## src/logic/core_settings.svh

```systemverilog
`ifndef CORE_SETTINGS_SVH
`define CORE_SETTINGS_SVH

// Datapath widths.
`define CORE_ADDR_W    32
`define CORE_GPR_W     32
`define CORE_MM_W      64

// Data RAM depth in 64-bit words.
`define CORE_RAM_WORDS 256

// Entries in each register file.
`define CORE_NUM_REGS  8

`endif

```

## src/logic/uop_pkg.sv

```systemverilog
`default_nettype none
`include "core_settings.svh"

package uop_pkg;

   typedef enum logic [2:0] {
      op_load_gpr = 3'd0,
      op_load_mm  = 3'd1,
      op_store    = 3'd2,
      op_move     = 3'd3,
      op_sp_add   = 3'd4,
      op_nop      = 3'd5
   } uop_kind_t;

   typedef enum logic [1:0] {
      size_byte  = 2'd0,
      size_word  = 2'd1,
      size_dword = 2'd2,
      size_qword = 2'd3
   } op_size_t;

   typedef logic [$clog2(`CORE_NUM_REGS)-1:0] reg_id_t;

   // Leaves the address stage.
   typedef struct packed {
      uop_kind_t               kind;
      op_size_t                size;
      reg_id_t                 drid;
      logic [`CORE_GPR_W-1:0]  a;
      logic [`CORE_GPR_W-1:0]  b;
      logic [`CORE_MM_W-1:0]   mm_a;
      logic [`CORE_GPR_W-1:0]  sp;
      logic [`CORE_ADDR_W-1:0] addr;
      logic                    add_imm; // Add B to the stack value.
   } addr_payload_t;

   // Leaves the memory stage.
   typedef struct packed {
      uop_kind_t              kind;
      op_size_t               size;
      reg_id_t                drid;
      logic [`CORE_GPR_W-1:0] a_out;
      logic [`CORE_GPR_W-1:0] b_out;
      logic [`CORE_MM_W-1:0]  mm_a_out;
      logic [`CORE_GPR_W-1:0] sp_out;
   } mem_payload_t;

   // Low-byte mask of a general register for an operand size.
   function automatic logic [`CORE_GPR_W-1:0] size_to_mask(op_size_t size);
      logic [`CORE_GPR_W-1:0] mask;
      case (size)
         size_byte: mask = 32'h0000_00ff;
         size_word: mask = 32'h0000_ffff;
         default:   mask = 32'hffff_ffff;
      endcase
      return mask;
   endfunction

endpackage

`default_nettype wire

```

## src/logic/writeback_stage.sv

```systemverilog
`timescale 1ns/10ps
`default_nettype none
`include "core_settings.svh"

module writeback_stage
   import uop_pkg::*;
(
   input  wire logic               CLK,
   input  wire logic               reset,
   input  wire logic               in_valid,
   input  wire mem_payload_t       in_data,
   output logic                    retire_valid,
   output uop_kind_t               retire_kind,
   output reg_id_t                 retire_drid,
   output logic [`CORE_GPR_W-1:0]  retire_gpr,
   output logic [`CORE_MM_W-1:0]   retire_mm,
   output logic [`CORE_GPR_W-1:0]  retire_sp,
   input  wire reg_id_t            dbg_id,
   output logic [`CORE_GPR_W-1:0]  dbg_gpr,
   output logic [`CORE_MM_W-1:0]   dbg_mm
);

   logic [`CORE_GPR_W-1:0] gpr [`CORE_NUM_REGS];
   logic [`CORE_MM_W-1:0]  mm  [`CORE_NUM_REGS];
   logic                   gpr_we;
   logic                   mm_we;
   logic [`CORE_GPR_W-1:0] gpr_src;
   logic [`CORE_GPR_W-1:0] gpr_mask;
   logic [`CORE_GPR_W-1:0] gpr_merged;

   assign gpr_we   = in_valid && ((in_data.kind == op_load_gpr) || (in_data.kind == op_move));
   assign mm_we    = in_valid && (in_data.kind == op_load_mm);
   assign gpr_src  = (in_data.kind == op_move) ? in_data.b_out : in_data.a_out;
   assign gpr_mask = size_to_mask(in_data.size);

   // Narrow writes keep the upper bytes of the old register value.
   assign gpr_merged = (gpr[in_data.drid] & ~gpr_mask) | (gpr_src & gpr_mask);

   always_ff @(posedge CLK) begin
      if (reset) begin
         for (int i = 0; i < `CORE_NUM_REGS; i++) begin
            gpr[i] <= '0;
            mm[i]  <= '0;
         end
      end else begin
         if (gpr_we) gpr[in_data.drid] <= gpr_merged;
         if (mm_we)  mm[in_data.drid]  <= in_data.mm_a_out;
      end
   end

   always_ff @(posedge CLK) begin
      if (reset) begin
         retire_valid <= 1'b0;
      end else begin
         retire_valid <= in_valid;
      end
   end

   always_ff @(posedge CLK) begin
      if (in_valid) begin
         retire_kind <= in_data.kind;
         retire_drid <= in_data.drid;
         retire_gpr  <= gpr_we ? gpr_merged : in_data.a_out; // Stores report the data only.
         retire_mm   <= in_data.mm_a_out;
         retire_sp   <= in_data.sp_out;
      end
   end

   assign dbg_gpr = gpr[dbg_id];
   assign dbg_mm  = mm[dbg_id];

endmodule

`default_nettype wire

```

## config.mk

```make
export PLATFORM = sky130hd
export DESIGN_NAME = writeback_stage
export DESIGN_NICKNAME = d
export VERILOG_FILES = /design/src/logic/uop_pkg.sv /design/src/logic/writeback_stage.sv
export VERILOG_INCLUDE_DIRS = /design/src /design/src/logic
export SDC_FILE = /design/constraint.sdc
export NUM_CORES = 1
export LEC_CHECK = 0
export BUFFER_PORTS_ARGS = -buffer_cell sky130_fd_sc_hd__buf_2
export CAP_MARGIN = 20
export CORE_UTILIZATION = 45
export DETAILED_ROUTE_END_ITERATION = 12
export MAX_ROUTING_LAYER = met4
export PLACE_DENSITY_LB_ADDON = 0.1
export SLEW_MARGIN = 25
export SYNTH_ARGS = -nofsm -noshare
export SYNTH_HDL_FRONTEND = slang
export SYNTH_SLANG_ARGS = --single-unit
```

## constraint.sdc

```tcl
create_clock -name CLK -period 2.9 [get_ports CLK]
set_clock_uncertainty 0.2 [all_clocks]
set_input_delay 0.58 -clock CLK [delete_from_list [all_inputs] [get_ports CLK]]
set_output_delay 0.58 -clock CLK [all_outputs]
set_load 0.02 [all_outputs]
```

==> results.py <==
metrics = {
    "status": {
        "outcome": "completed",
    },
    "clock_tree": {
        "cts_tree": "built",
        "cts_root_buf": "clkbuf_16",
        "clkLatencyLatePin_ns": 0.67,
        "h-tree-depth": 3,
        "cts_buffers": 96,
        "clkSinkCount": 903,
        "clockBufferDepth": 3,
        "path_clk_slew_ns": 0.06,
    },
    "layout": {
        "finalInstanceArea_sq_um": 50000,
        "final_cells": 4417,
        "n_antenna_cell": 0,
        "fillers": 7276,
        "fin_nets": 3333,
        "area_delta_synth_final_pct": 22.3,
        "drive_gt1_share_pct": 33.6,
    },
    "logic_synthesis": {
        "ys_ff_latch": 903,
        "synth_ff_type": "edfxtp_1",
        "synth_top_area_cell": "edfxtp_1",
        "synth_cell_types": 39,
        "ys_seq_area_share_pct": 66.3,
        "yosys.cell_count.top_type": "edfxtp_1",
        "syn_area_per_cell_sq_um": 15.8,
        "synthTopCellsByCount": "902 x edfxtp_1, 512 x and2_1, 192 x mux4_2",
        "synth_top_area_share_pct": 66.2,
        "async_reset_ff_share_pct": 0,
        "synth_nets": 2766,
        "synth_edf_count": 902,
        "syn_area_sq_um": 40900,
        "synthCells": 2592,
        "yosysWarnings": 0,
        "synth_area_leaders": "edfxtp_1 66%, mux4_2 11%, and2_1 7.8%",
    },
    "die": {
        "die_w_um": 303,
        "die_h_um": 303,
        "rows": 110,
        "fp.dieArea_sq_um": 92100,
        "floorplan.initialDensity_pct": 45.4,
        "ioPinCount": 405,
        "coreArea_sq_um": 90000,
    },
    "sta": {
        "setup_violations": 0,
        "fmax_mhz": 348,
        "drv_slew": 0,
        "finalHoldViolCount": 0,
        "slew_headroom_pct": 53.5,
        "period_minus_slack_ns": 2.87,
        "rsz0062_at_grt": "true",
        "worst_pin_slew_ns": 0.696,
        "final.period_utilization_pct": 99.1,
        "finalSetupTns_ns": 0,
    },
    "critical_path": {
        "critPathTopFamily": "multiplexers",
        "rrSetupSlack_ns": 0.88,
        "worstPathMaxFanout": 11,
        "path_common_cell": "buf_12",
        "critical_path.cell_chain": "buf_12, buf_12, buf_12, mux4_2, mux2_2, buf_2",
        "cpPeakStageDelay_ns": 0.51,
        "cp_data_arrival_time_ns": 2.09,
        "crit_required_ns": 2.12,
        "path_buf_inv": 4,
        "cp-start-kind": "input pin",
        "critPathCaptureType": "primary output",
        "critPathKind": "in2out",
        "cp_slowest_cell": "mux4_2",
    },
    "placement": {
        "dp_cells": 4152,
        "io_buffers": 404,
        "postPlaceCellArea_sq_um": 46000,
        "place.gp.congestion": 0.818,
        "dp_hpwl_um": 72200,
    },
    "pwr": {
        "ir_drop_uv": 456,
        "leakagePower_nw": 18.4,
        "power.density_nw_per_um2": 623,
        "p_total_mw": 31.2,
    },
    "job": {
        "max-cap-violations": 0,
    },
    "route": {
        "dr.first_iter.drc_count": 1981,
        "route.detailed.wl_per_inst_um": 26.6,
        "viasPerCell": 5.66,
        "drc_errors": 0,
        "drt_pass1_iterations": 5,
        "wl_um": 117000,
        "final_antenna_net_count": 0,
        "vias": 24995,
    },
    "global_route": {
        "antenna_found_initial": 4,
        "grt_pass1_vias": 26023,
        "grt_overflow": 0,
        "grt.total_usage_pct": 26.2,
        "grt_pass1_wl_um": 170000,
        "grt_max_degree": 65,
    },
    "hold_path": {
        "hp-class": "in2reg",
    },
}
==> worst reg2reg max path, stage by stage (launching register included) <==
cell and delay, ns:
edfxtp_1 0.40, buf_4 0.15, mux2i_1 0.13, o22ai_1 0.14, o31ai_2 0.59, nor2_1 0.14
==> cell families (layout without fill, tap and decap cells) <==
family / Yosys count / count (layout) / synth area share [%]
flip-flops: 903 / 903 / 66.3
XOR/XNOR: 1 / 1 / 0.0673
AO/OA/AOI/OAI: 113 / 113 / 1.82
AND/OR/NAND/NOR: 970 / 970 / 13.7
buffers and inverters: 213 / 862 / 2.42
multiplexers: 392 / 392 / 15.8
==> placed cells by master, fill, tap and decap left out, types with 5 or more instances in the layout <==
cell type / instances
nand2b_1: 14
nand2_1: 42
clkbuf_16: 97
buf_12: 83
mux2i_1: 104
nor3_2: 38
o21ai_0: 16
o22ai_1: 56
and3_1: 20
a221oi_1: 16
buf_2: 399
nor2_4: 8
and2_1: 512
a21oi_1: 16
bufinv_16: 13
clkinv_2: 18
or2_4: 8
clkbuf_1: 21
nor2_1: 143
mux2_2: 96
nor3_1: 146
or3_1: 5
mux4_2: 192
nand3b_1: 17
clkinv_1: 22
buf_4: 110
dlygate4sd3_1: 82
edfxtp_1: 902
==> layout make-up <==
cell class	count	area (sq um)	area share, %
multi-input cells	1476	12900	25.8
flip-flops and latches	903	27100	54.2
repair buffers	678	5370	10.7
clock inverters	62	662	1.32
inverters	4	15.0	0.0300
clock buffers	118	2510	5.01
well taps	1176	1470	2.94
==> report_power, final <==
part | switching (mW) | leakage (nW) | internal [mW]
clock | 5.19 | 1.55 | 7.32
combinational | 2.01 | 8.04 | 1.41
sequential | 0.206 | 8.78 | 15.1
==> per-layer routing <==
layer | up-vias | global-route usage (%) | part of all wire [%]
met2 | 859 | 45.0 | 52
met3 | 174 | 3.40 | 5.8
met1 | 12950 | 32.4 | 40
met5 | - | - | 0
met4 | 0 | 7.71 | 2.5
li1 | 11012 | - | -
==> per-stage QoR <==
stage | util [%] | hold WS [ns] | setup slack (ns)
6_report | 55.6 | 0.0305 | 0.0269
5_1_grt | 55.6 | 0.0178 | -0.00799
4_1_cts | 55.6 | 0.0000620 | 0.00894
3_5_place_dp | 51.1 | 0.558 | -0.0482
3_3_place_gp | 51.1 | 0.558 | -0.00431
2_1_floorplan | - | 0.452 | 0.0263
==> flip-flops by register name, summed over array words and instances (netlist names) <==
register / flops
retire_gpr: 32
retire_drid: 3
retire_valid: 1
mm: 512
retire_sp: 32
retire_mm: 64
gpr: 256
retire_kind: 3
==> path summary, 6_finish.rpt <==
| check | startpoint | endpoint | cells past startpoint |
|---|---|---|---|
| worst max register to register | gpr[5][25] | gpr[5][25] | 5 |
| worst min-delay path | in_data[83] | retire_mm[51] | 1 |
| worst min register to register | gpr[5][14] | retire_gpr[14] | 4 |
| worst max-delay path | dbg_id[0] | dbg_mm[1] | 6 |
==> timing repair <==
action                                 4_1_cts  5_1_grt
resized for setup                            3        0
endpoints found under the hold margin       82        0
setup endpoints to repair                    7        2
hold buffers                                82        0
buffers inserted                             2        1
(Power assumes the default switching activity.)
