[config.mk]
export PLATFORM = sky130hd
export DESIGN_NAME = memory_stage
export DESIGN_NICKNAME = d
export VERILOG_FILES = /design/src/logic/uop_pkg.sv /design/src/logic/wb_pkg.sv /design/src/logic/memory_stage.sv /design/src/logic/stage_latch.sv
export VERILOG_INCLUDE_DIRS = /design/src /design/src/logic
export SDC_FILE = /design/constraint.sdc
export NUM_CORES = 1
export LEC_CHECK = 0
export BUFFER_PORTS_ARGS = -buffer_cell sky130_fd_sc_hd__buf_2
export CAP_MARGIN = 20
export CORE_AREA = 2 2 213 215
export CTS_CLUSTER_DIAMETER = 40
export CTS_CLUSTER_SIZE = 10
export DETAILED_ROUTE_END_ITERATION = 8
export DIE_AREA = 0 0 215 217
export PLACE_DENSITY = 0.52
export SLEW_MARGIN = 20
export SYNTH_ARGS = -nofsm -noshare
export SYNTH_HDL_FRONTEND = slang
export SYNTH_SLANG_ARGS = --single-unit
[constraint.sdc]
create_clock -name CLK -period 19.1 [get_ports CLK]
set_input_delay 1.91 -clock CLK [delete_from_list [all_inputs] [get_ports CLK]]
set_output_delay 1.91 -clock CLK [all_outputs]
set_load 0.01 [all_outputs]
[src/logic/core_settings.svh]
`ifndef CORE_SETTINGS_SVH
`define CORE_SETTINGS_SVH

// Datapath widths.
`define CORE_ADDR_W    32
`define CORE_GPR_W     32
`define CORE_MM_W      64

// Data RAM depth in 64-bit words.
`define CORE_RAM_WORDS 256

// Entries in each register file.
`define CORE_NUM_REGS  8

`endif

[src/logic/uop_pkg.sv]
`default_nettype none
`include "core_settings.svh"

package uop_pkg;

   typedef enum logic [2:0] {
      op_load_gpr = 3'd0,
      op_load_mm  = 3'd1,
      op_store    = 3'd2,
      op_move     = 3'd3,
      op_sp_add   = 3'd4,
      op_nop      = 3'd5
   } uop_kind_t;

   typedef enum logic [1:0] {
      size_byte  = 2'd0,
      size_word  = 2'd1,
      size_dword = 2'd2,
      size_qword = 2'd3
   } op_size_t;

   typedef logic [$clog2(`CORE_NUM_REGS)-1:0] reg_id_t;

   // Leaves the address stage.
   typedef struct packed {
      uop_kind_t               kind;
      op_size_t                size;
      reg_id_t                 drid;
      logic [`CORE_GPR_W-1:0]  a;
      logic [`CORE_GPR_W-1:0]  b;
      logic [`CORE_MM_W-1:0]   mm_a;
      logic [`CORE_GPR_W-1:0]  sp;
      logic [`CORE_ADDR_W-1:0] addr;
      logic                    add_imm; // Add B to the stack value.
   } addr_payload_t;

   // Leaves the memory stage.
   typedef struct packed {
      uop_kind_t              kind;
      op_size_t               size;
      reg_id_t                drid;
      logic [`CORE_GPR_W-1:0] a_out;
      logic [`CORE_GPR_W-1:0] b_out;
      logic [`CORE_MM_W-1:0]  mm_a_out;
      logic [`CORE_GPR_W-1:0] sp_out;
   } mem_payload_t;

   // Low-byte mask of a general register for an operand size.
   function automatic logic [`CORE_GPR_W-1:0] size_to_mask(op_size_t size);
      logic [`CORE_GPR_W-1:0] mask;
      case (size)
         size_byte: mask = 32'h0000_00ff;
         size_word: mask = 32'h0000_ffff;
         default:   mask = 32'hffff_ffff;
      endcase
      return mask;
   endfunction

endpackage

`default_nettype wire

[src/logic/wb_pkg.sv]
`default_nettype none
`include "core_settings.svh"

package wb_pkg;

   import uop_pkg::*;

   typedef logic [`CORE_MM_W/8-1:0] wb_sel_t;

   // Byte lanes touched by an access of the given size at the given offset in the word.
   function automatic wb_sel_t size_to_sel(op_size_t size, logic [2:0] lo);
      wb_sel_t sel;
      case (size)
         size_byte:  sel = wb_sel_t'(8'h01) << lo;
         size_word:  sel = wb_sel_t'(8'h03) << lo;
         size_dword: sel = wb_sel_t'(8'h0f) << lo;
         default:    sel = wb_sel_t'(8'hff);
      endcase
      return sel;
   endfunction

endpackage

`default_nettype wire

[src/logic/memory_stage.sv]
`timescale 1ns/10ps
`default_nettype none
`include "core_settings.svh"

module memory_stage
   import uop_pkg::*;
   import wb_pkg::*;
(
   input  wire logic                    CLK,
   input  wire logic                    reset,
   input  wire logic                    in_valid,
   input  wire addr_payload_t           in_data,
   output logic                         stall,
   output logic                         out_valid,
   output mem_payload_t                 out_data,
   output logic                         wb_cyc,
   output logic                         wb_stb,
   output logic                         wb_we,
   output logic [`CORE_ADDR_W-1:0]      wb_adr,
   output wb_sel_t                      wb_sel,
   output logic [`CORE_MM_W-1:0]        wb_dat_w,
   input  wire logic                    wb_ack,
   input  wire logic [`CORE_MM_W-1:0]   wb_dat_r
);

   logic                  is_load;
   logic                  is_store;
   logic                  is_mem;
   logic [5:0]            shift;
   logic [`CORE_MM_W-1:0] rd_shifted;
   mem_payload_t          result;

   assign is_load  = (in_data.kind == op_load_gpr) || (in_data.kind == op_load_mm);
   assign is_store = (in_data.kind == op_store);
   assign is_mem   = is_load || is_store;
   assign shift    = {in_data.addr[2:0], 3'b000};

   // The bus cycle runs for as long as the address latch presents a memory micro-op.
   assign wb_cyc = in_valid && is_mem;
   assign wb_stb = wb_cyc;
   assign wb_we  = in_valid && is_store;
   assign wb_adr = in_data.addr;
   assign wb_sel = size_to_sel(in_data.size, in_data.addr[2:0]);

   // A qword store carries the full MM operand.
   assign wb_dat_w = (in_data.size == size_qword) ? in_data.mm_a
                                                   : ({32'b0, in_data.a} << shift);

   assign rd_shifted = wb_dat_r >> shift;

   always_comb begin
      result.kind     = in_data.kind;
      result.size     = in_data.size;
      result.drid     = in_data.drid;
      result.a_out    = is_load ? (rd_shifted[`CORE_GPR_W-1:0] & size_to_mask(in_data.size))
                                : in_data.a;
      result.mm_a_out = is_load ? wb_dat_r : in_data.mm_a;
      result.b_out    = (in_data.kind == op_move) ? in_data.a : in_data.b;
      result.sp_out   = in_data.sp + (in_data.add_imm ? in_data.b : '0);
   end

   assign stall = in_valid && is_mem && !wb_ack;

   stage_latch #(
      .payload_t(mem_payload_t)
   ) u_latch (
      .CLK      (CLK),
      .reset    (reset),
      .in_valid (in_valid && (!is_mem || wb_ack)),
      .in_data  (result),
      .stall    (1'b0),           // Writeback always accepts.
      .out_valid(out_valid),
      .out_data (out_data),
      .ready    ()
   );

   // The address latch must hold the request until the slave answers.
   a_adr_held: assert property (@(posedge CLK) disable iff (reset)
      (wb_stb && !wb_ack) |=> (wb_stb && $stable(wb_adr)));

endmodule

`default_nettype wire

[src/logic/stage_latch.sv]
`timescale 1ns/10ps
`default_nettype none

module stage_latch #(
   parameter type payload_t = logic
) (
   input  wire logic CLK,
   input  wire logic reset,
   input  wire logic in_valid,
   input  wire payload_t in_data,
   input  wire logic stall,
   output logic      out_valid,
   output payload_t  out_data,
   output logic      ready
);

   logic load;

   assign load  = !out_valid || !stall; // Empty, or the item moves on this cycle.
   assign ready = load;

   always_ff @(posedge CLK) begin
      if (reset) begin
         out_valid <= 1'b0;
      end else if (load) begin
         out_valid <= in_valid;
      end
   end

   always_ff @(posedge CLK) begin
      if (load && in_valid) begin
         out_data <= in_data;
      end
   end

endmodule

`default_nettype wire

==> results.md <==
| Result | Reported |
|---|---|
| Routed wire length per instance | 26.65 um |
| Start point of the worst min-delay path | reset |
| Final ANT Viol Nets | 0 |
| Starting density of the core | 26.69% |
| Maximum ir drop on the vdd rail | 0.00006110 V |
| Number of placement rows | 78 |
| Post-CTS setup repair buffer count | 0 |
| Combined global-route utilization of all metal layers | 25.49% |
| Via count | 11880 |
| Net count after synthesis | 1577 |
| Part of the total power dissipated in combinational logic | 28.2% |
| Final period demand of the worst path | 7001 ps |
| Power share of the clock group | 32.2% |
| Height of the chip | 217 um |
| Setup repair after global routing missed its margin | no |
| Iteration-0 DRC Markers | 1111 |
| Result of the run | completed |
| Root Buffer | sky130_fd_sc_hd__clkbuf_16 |
| Achievable Freq | 0.1428 GHz |
| Share of total power consumed by net switching | 34.28% |
| Crit path launch | in_data[2] |
| Clock tree from TritonCTS | built |
| Number of antenna violations at the first check in global routing | 9 |
| CP Data Arrival Time | 5090 ps |
| Placeable core region | 44700 um^2 |
| Die area | 46660 um^2 |
| Number of fill cells | 4747 |
| Vias per Instance | 5.193 |
| Type of the setup path with the least slack | input port to primary output |
| Combined area of the multi-input logic cells | 6267 um^2 |
| Layout Area Growth over Synthesis | 27.76% |
| Yosys reg bits | 169 |
| Total clock sinks | 169 |
| Share of the yosys chip area belonging to registers | 42.46% |
| Global-route wire length before repair | 83.30 mm |
| Portion of the clock cycle consumed by the worst path in the final layout | 36.66% |
| Tot Pwr | 1.182 mW |
| Worst-case clock buffer depth | 2 |
| Wire length on met3 | 5.306 mm |
| Yosys top cell by area | sky130_fd_sc_hd__edfxtp_1 |
| Largest cells by area after synthesis | sky130_fd_sc_hd__edfxtp_1 42%, sky130_fd_sc_hd__nand2_1 10%, sky130_fd_sc_hd__mux2i_1 5.5%, sky130_fd_sc_hd__mux2_2 5.3%, sky130_fd_sc_hd__o21ai_0 4.3% |
| Fraction of synthesized cell area taken by the top area cell type | 42.29% |
| Final net count | 1977 |
| CP Capture Type | primary output |
| Top layer in use | met5 |
| Vias in the first global route | 11150 |
| TNS Setup | 0 ps |
| Met2 routed WL | 28.29 mm |
| Detailed placement HPWL | 47.74 mm |
| Gates resized, CTS repair | 0 |
| Drt first pass iters | 7 |
| Number of buffers added by the clock tree synthesis step | 17 |
| Final count of negative-setup-slack endpoints | 0 |
| Storage element area | 5065 um^2 |
| Yosys synthesis warning count | 0 |
| Quantity of hold-fixing buffers added after cts | 0 |
| Cells after Synth | 1272 |
| Clock-pin slew of the registers on the worst-case setup and hold paths | 70 ps |
| Share of flip-flops with an asynchronous set or reset after synthesis | 0% |
| Worst-path fanout max | 58 |
| Part of the total power dissipated in sequential elements | 39.6% |
| I/O pin count | 546 |
| Hold violation count in the final report | 0 |
| H-tree depth | 4 |
| Total DRC errors in the routed layout | 0 |
| Aggregate routed wire length | 60.95 mm |
| Total overflow reported by the global router | 0 |
| MaxCap Viol Count | 0 |
| PD cells | 77.57 nW/um^2 |
| Tightest Hold Check Type | input port to register |
| Reported leakage power | 6.964 nW |
| Count of cell types in the netlist | 62 |
| Port-buffer cells | 487 |
| Internal power contribution | 0.7769 mW |
| Predominant post-synthesis flop cell | sky130_fd_sc_hd__edfxtp_1 |
| Chip Width | 215 um |
| Number of synthesized flops with an enable pin | 168 |
| Routed length on met1 | 25.37 mm |
| Remaining max-slew budget at the tightest pin | 26.65% |
| Net Switching | 0.4053 mW |
| Kind of start point of the critical path | input port |
| Pin count of the biggest net entering global routing | 81 |
| Netlist area before placement | 11930 um^2 |
| Fin. max-slew vios | 0 |
| Share of post-route cells with drive strength above 1 | 36.85% |
| Avg Cell Area, Syn | 9.378 um^2 |
| Required time worst endpoint | 17190 ps |
| Pin slew with the least headroom to its limit | 1099 ps |
| Routability Congestion | 0.8831 |
==> Yosys cell counts (all sizes together) (11+ instances only) <==
cell type and number:
a21oi 71, nor3 11, and2 37, ha 35, xor2 11, a22oi 17
a21o 25, a211oi 16, mux2i 66, clkbuf 48, mux2 56, o21ai 113
nand2 323, xnor2 15, nor2 58, buf 68, mux4 11, edfxtp 168
a22o 24, nor2b 12
==> cells in the final DEF (no fill, tap or decap), drive strengths merged, types with 12 or more instances in the layout <==
cell type / count
clkbuf: 17
a211oi: 16
nor2: 58
mux2i: 66
a22o: 24
o21ai: 113
buf: 497
mux2: 56
edfxtp: 168
a21o: 25
a21oi: 71
nand2: 323
xnor2: 15
inv: 17
nor2b: 12
ha: 35
and2: 37
a22oi: 17
==> final timing paths <==
check                            to  slack [ps]  depth (start not counted)
min    u_latch.out_valid$_SDFF_PP0_        1570                          2
max                    wb_dat_w[36]       12100                          7
==> cell type report <==
class / count / area share (%)
repair buffers: 497 / 16.52
diodes: 2 / 0.03284
clock buffers: 17 / 2.791
multi-input cells: 979 / 41.12
clock inverters: 15 / 1.182
well taps: 600 / 4.926
flip-flops and latches: 169 / 33.23
inverters: 8 / 0.1970
==> stage by stage <==
stage | hold slack (ps) | area (um^2) | setup slack [ps] | utilization, % | std cells
2_1_floorplan | 1982 | 11930 | 8722 | - | 1272
3_3_place_gp | 2066 | 14630 | 12210 | 32.73 | 2253
3_5_place_dp | 2070 | 14630 | 12190 | 32.73 | 2253
4_1_cts | 1516 | 15230 | 12190 | 34.08 | 2285
5_1_grt | 1535 | 15240 | 12000 | 34.10 | 2287
6_report | 1565 | 15240 | 12100 | 34.10 | 2287
==> critical path, cell delays in order <==
cell	delay, ps
sky130_fd_sc_hd__buf_4	290
sky130_fd_sc_hd__buf_4	440
sky130_fd_sc_hd__nand2b_1	710
sky130_fd_sc_hd__nor2_2	1070
sky130_fd_sc_hd__a21oi_1	180
sky130_fd_sc_hd__o21ai_0	220
sky130_fd_sc_hd__buf_2	170
==> cells by family after synthesis <==
| group | synth area share [%] |
|---|---|
| buffers and inverters | 5.318 |
| xor gates and xnor gates | 1.909 |
| adders and majority gates | 3.839 |
| muxes | 12.90 |
| DFF | 42.46 |
| AOI/OAI and AO/OA | 16.13 |
| and+or+nand+nor | 17.44 |
==> flip-flops by register name, summed over array words and instances, names as in the netlist <==
name,cells
u_latch.out_valid,1
u_latch.out_data,168
==> per-layer routing <==
| metal | GRT usage, % | vias up |
|---|---|---|
| met5 | 0 | - |
| met4 | 9.471 | 4 |
| met3 | 6.820 | 103 |
| met2 | 40.77 | 646 |
| met1 | 33.06 | 5778 |
| li1 | - | 5346 |
==> power by group through the flow <==
stage / clock network, mW / logic [mW] / registers, mW
5_1_grt: 0.403 / 0.355 / 0.472
2_1_floorplan: 0 / 0.153 / 0.505
3_3_place_gp: 0 / 0.329 / 0.476
6_report: 0.381 / 0.333 / 0.468
3_5_place_dp: 0 / 0.331 / 0.477
4_1_cts: 0.391 / 0.332 / 0.469
Power figures use the tool's default switching activity.
