$ cat src/logic/core_settings.svh
`ifndef CORE_SETTINGS_SVH
`define CORE_SETTINGS_SVH

// Datapath widths.
`define CORE_ADDR_W    32
`define CORE_GPR_W     32
`define CORE_MM_W      64

// Data RAM depth in 64-bit words.
`define CORE_RAM_WORDS 256

// Entries in each register file.
`define CORE_NUM_REGS  8

`endif

$ cat src/logic/uop_pkg.sv
`default_nettype none
`include "core_settings.svh"

package uop_pkg;

   typedef enum logic [2:0] {
      op_load_gpr = 3'd0,
      op_load_mm  = 3'd1,
      op_store    = 3'd2,
      op_move     = 3'd3,
      op_sp_add   = 3'd4,
      op_nop      = 3'd5
   } uop_kind_t;

   typedef enum logic [1:0] {
      size_byte  = 2'd0,
      size_word  = 2'd1,
      size_dword = 2'd2,
      size_qword = 2'd3
   } op_size_t;

   typedef logic [$clog2(`CORE_NUM_REGS)-1:0] reg_id_t;

   // Leaves the address stage.
   typedef struct packed {
      uop_kind_t               kind;
      op_size_t                size;
      reg_id_t                 drid;
      logic [`CORE_GPR_W-1:0]  a;
      logic [`CORE_GPR_W-1:0]  b;
      logic [`CORE_MM_W-1:0]   mm_a;
      logic [`CORE_GPR_W-1:0]  sp;
      logic [`CORE_ADDR_W-1:0] addr;
      logic                    add_imm; // Add B to the stack value.
   } addr_payload_t;

   // Leaves the memory stage.
   typedef struct packed {
      uop_kind_t              kind;
      op_size_t               size;
      reg_id_t                drid;
      logic [`CORE_GPR_W-1:0] a_out;
      logic [`CORE_GPR_W-1:0] b_out;
      logic [`CORE_MM_W-1:0]  mm_a_out;
      logic [`CORE_GPR_W-1:0] sp_out;
   } mem_payload_t;

   // Low-byte mask of a general register for an operand size.
   function automatic logic [`CORE_GPR_W-1:0] size_to_mask(op_size_t size);
      logic [`CORE_GPR_W-1:0] mask;
      case (size)
         size_byte: mask = 32'h0000_00ff;
         size_word: mask = 32'h0000_ffff;
         default:   mask = 32'hffff_ffff;
      endcase
      return mask;
   endfunction

endpackage

`default_nettype wire

$ cat src/logic/address_stage.sv
`timescale 1ns/10ps
`default_nettype none
`include "core_settings.svh"

module address_stage
   import uop_pkg::*;
(
   input  wire logic                    CLK,
   input  wire logic                    reset,
   input  wire logic                    issue_valid,
   output logic                         issue_ready,
   input  wire uop_kind_t               issue_kind,
   input  wire op_size_t                issue_size,
   input  wire reg_id_t                 issue_drid,
   input  wire logic [`CORE_GPR_W-1:0]  issue_a,
   input  wire logic [`CORE_GPR_W-1:0]  issue_b,
   input  wire logic [`CORE_MM_W-1:0]   issue_mm_a,
   input  wire logic [`CORE_GPR_W-1:0]  issue_sp,
   input  wire logic [`CORE_ADDR_W-1:0] issue_base,
   input  wire logic [`CORE_ADDR_W-1:0] issue_disp,
   input  wire logic                    issue_add_imm,
   input  wire logic                    stall,
   output logic                         out_valid,
   output addr_payload_t                out_data
);

   addr_payload_t issue_data;

   always_comb begin
      issue_data.kind    = issue_kind;
      issue_data.size    = issue_size;
      issue_data.drid    = issue_drid;
      issue_data.a       = issue_a;
      issue_data.b       = issue_b;
      issue_data.mm_a    = issue_mm_a;
      issue_data.sp      = issue_sp;
      issue_data.addr    = issue_base + issue_disp; // Effective address.
      issue_data.add_imm = issue_add_imm;
   end

   stage_latch #(
      .payload_t(addr_payload_t)
   ) u_latch (
      .CLK      (CLK),
      .reset    (reset),
      .in_valid (issue_valid),
      .in_data  (issue_data),
      .stall    (stall),
      .out_valid(out_valid),
      .out_data (out_data),
      .ready    (issue_ready)
   );

endmodule

`default_nettype wire

$ cat src/logic/stage_latch.sv
`timescale 1ns/10ps
`default_nettype none

module stage_latch #(
   parameter type payload_t = logic
) (
   input  wire logic CLK,
   input  wire logic reset,
   input  wire logic in_valid,
   input  wire payload_t in_data,
   input  wire logic stall,
   output logic      out_valid,
   output payload_t  out_data,
   output logic      ready
);

   logic load;

   assign load  = !out_valid || !stall; // Empty, or the item moves on this cycle.
   assign ready = load;

   always_ff @(posedge CLK) begin
      if (reset) begin
         out_valid <= 1'b0;
      end else if (load) begin
         out_valid <= in_valid;
      end
   end

   always_ff @(posedge CLK) begin
      if (load && in_valid) begin
         out_data <= in_data;
      end
   end

endmodule

`default_nettype wire

$ cat config.mk
export PLATFORM = sky130hd
export DESIGN_NAME = address_stage
export DESIGN_NICKNAME = d
export VERILOG_FILES = /design/src/logic/uop_pkg.sv /design/src/logic/address_stage.sv /design/src/logic/stage_latch.sv
export VERILOG_INCLUDE_DIRS = /design/src /design/src/logic
export SDC_FILE = /design/constraint.sdc
export NUM_CORES = 1
export LEC_CHECK = 0
export ABC_AREA = 0
export BUFFER_PORTS_ARGS = -buffer_cell sky130_fd_sc_hd__buf_2
export CORE_AREA = 5 5 166 168
export CTS_CLUSTER_SIZE = 28
export DETAILED_ROUTE_END_ITERATION = 7
export DIE_AREA = 0 0 171 173
export REMOVE_ABC_BUFFERS = 1
export SKIP_LAST_GASP = 1
export SLEW_MARGIN = 20
export SYNTH_ARGS = -nofsm -noshare
export SYNTH_HDL_FRONTEND = slang
export SYNTH_SLANG_ARGS = --single-unit
$ cat constraint.sdc
create_clock -name CLK -period 7.8 [get_ports CLK]
set_clock_uncertainty 0.2 [all_clocks]
set_input_delay 1.56 -clock CLK [delete_from_list [all_inputs] [get_ports CLK]]
set_output_delay 1.56 -clock CLK [all_outputs]
set_load 0.02 [all_outputs]
==> flow_results.xml <==
<?xml version="1.0" encoding="UTF-8"?>
<metrics>
  <group name="finish">
    <metric name="antenna_cells_inserted" unit="">0</metric>
    <metric name="area_delta_synth_final" unit="%">40.84</metric>
    <metric name="fin_nets" unit="">1193</metric>
    <metric name="ratio_of_cells_with_drive_above_1_in_the_final_layout" unit="%">52.40</metric>
    <metric name="fill_cells" unit="">2398</metric>
  </group>
  <group name="critical_path">
    <metric name="critPathArrivalTime" unit="ns">3.82</metric>
    <metric name="end_kind" unit="">flip-flop</metric>
    <metric name="worstSetupStartpoint" unit="">issue_base[0]</metric>
    <metric name="critical_path.startpoint_type" unit="">input port</metric>
    <metric name="worst-endpoint-required" unit="ns">7.84</metric>
    <metric name="rr_startpoint" unit="">u_latch.out_valid$_SDFFE_PP0N_</metric>
    <metric name="path_max_fanout" unit="">5</metric>
    <metric name="reg2regPathDepth" unit="">3</metric>
    <metric name="critical_path_class" unit="">input port to flip-flop</metric>
  </group>
  <group name="job">
    <metric name="drv.max_cap_violation_count" unit="">0</metric>
  </group>
  <group name="sta">
    <metric name="worst-slew-pin-transition" unit="ns">0.9682</metric>
    <metric name="final-hold-violation-count" unit="">0</metric>
    <metric name="finalMaxSlewViolations" unit="">0</metric>
    <metric name="rsz_0062_raised_after_global_routing" unit="">no</metric>
    <metric name="period_needed" unit="ns">3.783</metric>
    <metric name="achievable-frequency" unit="MHz">264.4</metric>
    <metric name="tightest_slew_margin_relative_to_the_limit" unit="%">35.45</metric>
    <metric name="final_sum_of_negative_setup_slack" unit="ns">0</metric>
    <metric name="hold_slack" unit="ns">0.3260</metric>
    <metric name="setup_viol" unit="">0</metric>
    <metric name="finalCritPeriodShare" unit="%">48.50</metric>
  </group>
  <group name="floorplan">
    <metric name="dieWidth" unit="µm">171</metric>
    <metric name="io-pin-count" unit="">440</metric>
    <metric name="core_area" unit="µm²">25760</metric>
    <metric name="num_rows" unit="">59</metric>
    <metric name="total_die_area" unit="µm²">29580</metric>
    <metric name="die_height" unit="µm">173</metric>
    <metric name="initial_utilization" unit="%">31.05</metric>
  </group>
  <group name="logic_synthesis">
    <metric name="synth_enable_flop_cells" unit="">201</metric>
    <metric name="synth_seq_cells" unit="">202</metric>
    <metric name="ys_async_sr_fraction" unit="%">0</metric>
    <metric name="synth_cell_type_count" unit="">63</metric>
    <metric name="synth_largest_type_area_fraction" unit="%">75.45</metric>
    <metric name="yosys-top-cells-count" unit="">edfxtp_1 (201), ha_1 (31), a21oi_1 (27)</metric>
    <metric name="synth_area" unit="µm²">8000</metric>
    <metric name="syn_inst" unit="">469</metric>
    <metric name="seq_area_frac_synth" unit="%">75.70</metric>
    <metric name="yosysTopAreaCell" unit="">edfxtp_1</metric>
    <metric name="synth-warning-count" unit="">0</metric>
    <metric name="syn_area_per_cell" unit="µm²">17.06</metric>
    <metric name="ys_top_cells_by_area" unit="">edfxtp_1 (75%), ha_1 (4.8%), a21oi_1 (1.7%)</metric>
    <metric name="synth_top_flop_cell" unit="">edfxtp_1</metric>
    <metric name="synthMostInstantiatedCell" unit="">edfxtp_1</metric>
  </group>
  <group name="drt">
    <metric name="detail_route.first_pass.iterations" unit="">6</metric>
    <metric name="final_antenna_net_count" unit="">0</metric>
    <metric name="route.detailed.vias_per_inst" unit="">4.661</metric>
    <metric name="wirelength_routed" unit="mm">27.42</metric>
    <metric name="via_count" unit="">5929</metric>
    <metric name="avgRoutedWirePerCell" unit="µm">21.56</metric>
    <metric name="drc_errors" unit="">0</metric>
    <metric name="detailedRoute.firstIterationViolations" unit="">328</metric>
  </group>
  <group name="clock_tree">
    <metric name="clock_transition_at_the_registers_of_the_reported_paths" unit="ns">0.06</metric>
    <metric name="cts_post_setup_buffers_inserted" unit="">0</metric>
    <metric name="clock_latency" unit="ns">0.49</metric>
    <metric name="clk_root_buffer_cell" unit="">clkbuf_16</metric>
    <metric name="cts_buffer_count" unit="">23</metric>
    <metric name="cts_tree" unit="">yes</metric>
    <metric name="numClockSinks" unit="">202</metric>
    <metric name="cts-hold-fix-buffers" unit="">0</metric>
    <metric name="resized_gates_after_cts" unit="">0</metric>
    <metric name="clk_path_buf_depth" unit="">3</metric>
    <metric name="cts_htree_levels" unit="">1</metric>
  </group>
  <group name="grt">
    <metric name="grt_antenna_before_repair" unit="">3</metric>
    <metric name="global_route_wire_length_before_repair" unit="mm">38.01</metric>
    <metric name="largest_net_degree_at_the_start_of_global_routing" unit="">131</metric>
    <metric name="grt_use_total" unit="%">17.06</metric>
    <metric name="number_of_global_route_vias_before_repair" unit="">5878</metric>
    <metric name="overflow" unit="">0</metric>
  </group>
  <group name="power_and_ir_drop">
    <metric name="comb_power_share" unit="%">15.8</metric>
    <metric name="clockPowerShare" unit="%">37.4</metric>
    <metric name="vdd_drop_max" unit="µV">168.1</metric>
    <metric name="p_per_cell_area" unit="nW/µm²">248.4</metric>
    <metric name="power.net_switching" unit="mW">0.7400</metric>
    <metric name="p_leak" unit="nW">4.831</metric>
    <metric name="share_seq_of_total_power" unit="%">46.8</metric>
    <metric name="power.internal" unit="mW">2.059</metric>
    <metric name="netSwitchingFraction" unit="%">26.44</metric>
  </group>
  <group name="place">
    <metric name="buffer_ports.inserted" unit="">439</metric>
    <metric name="dp_hpwl" unit="mm">21.79</metric>
    <metric name="gpl.final_weighted_congestion" unit="">0.8780</metric>
  </group>
  <group name="run_status">
    <metric name="run_status" unit="">finished clean</metric>
  </group>
  <group name="hold_path">
    <metric name="min_path_type" unit="">flip-flop to flip-flop</metric>
    <metric name="hp-start" unit="">u_latch.out_valid$_SDFFE_PP0N_</metric>
    <metric name="min_path_cells" unit="">2</metric>
  </group>
</metrics>
## power groups by stage
stage / clock, mW / sequential [mW] / combinational, mW
2_1_floorplan: 0 / 1.44 / 0.149
3_3_place_gp: 0 / 1.33 / 0.440
3_5_place_dp: 0 / 1.33 / 0.446
4_1_cts: 1.08 / 1.31 / 0.448
5_1_grt: 1.13 / 1.32 / 0.472
6_report: 1.05 / 1.31 / 0.441
## critical path, cell delays in order
cell      delay, ns
buf_2          0.10
ha_1           0.22
fa_1           0.42
a21o_1         0.22
a221oi_2       0.44
nor3_1         0.15
nor3_2         0.36
o21ai_0        0.18
xor2_1         0.16
## state kept, by name, summed over array words and instances, names as in the netlist
register,flops
u_latch.out_valid,1
u_latch.out_data,201
## cell usage in the layout, fill, tap and decap left out, types with 6 or more instances in the layout
master and instances:
nand3_1 6, ha_1 31, buf_2 439, xnor2_1 14, xor2_1 12, o21bai_1 6
a21oi_1 27, nand4_1 10, edfxtp_1 201, nor3_1 10, nand2_1 20, nor2_1 18
clkbuf_16 23, a21o_1 14, o21ai_0 18
## logic make-up after synthesis
kind of cell               Yosys count  share of synthesized area (%)
DFF                                202                          75.70
xor gates and xnor gates            26                          2.846
adders and majority gates           32                          5.099
and+or+nand+nor                     87                          5.959
AOI/OAI and AO/OA                  107                          8.993
muxes                                1                         0.1251
buffers and inverters               14                          1.282
## metal layers
| layer | up-vias | share of wire, % | GRT usage, % |
|---|---|---|---|
| met2 | 288 | 51 | 30.89 |
| met5 | - | 0.080 | 0 |
| met1 | 2819 | 36 | 18.98 |
| met4 | 4 | 3.3 | 5.910 |
| met3 | 45 | 9.7 | 4.909 |
| li1 | 2773 | - | - |
## final cells by class
| type | count | area (µm²) | share of cell area [%] |
|---|---|---|---|
| clock inverter | 12 | 128.9 | 1.144 |
| inverter | 4 | 15.01 | 0.1333 |
| sequential | 202 | 6056 | 53.75 |
| timing repair buffer | 440 | 2217 | 19.68 |
| multi-input combinational | 253 | 1844 | 16.37 |
| clock buffer | 26 | 586.8 | 5.208 |
| tap | 335 | 419.2 | 3.720 |
## through the flow
step | power [mW] | cell area [µm²] | setup WS, ns | util (%) | instances
finish | 2.799 | 11270 | 4.017 | 43.73 | 1272
global route | 2.917 | 11270 | 3.855 | 43.73 | 1272
detailed placement | 1.781 | 10550 | 3.513 | 40.95 | 1234
global placement | 1.773 | 10550 | 3.532 | 40.95 | 1234
CTS | 2.838 | 11270 | 4.056 | 43.73 | 1272
floorplan | 1.592 | 7913 | 0.6445 | - | 459
## worst paths after layout
check	slack, ns	endpoint
min	0.33	u_latch.out_valid$_SDFFE_PP0N_
max reg2reg	5.27	u_latch.out_data[19]$_DFFE_PP_
min reg2reg	0.33	u_latch.out_valid$_SDFFE_PP0N_
max	4.02	u_latch.out_data[23]$_DFFE_PP_
Note: power is estimated with default switching activity, not from simulation.
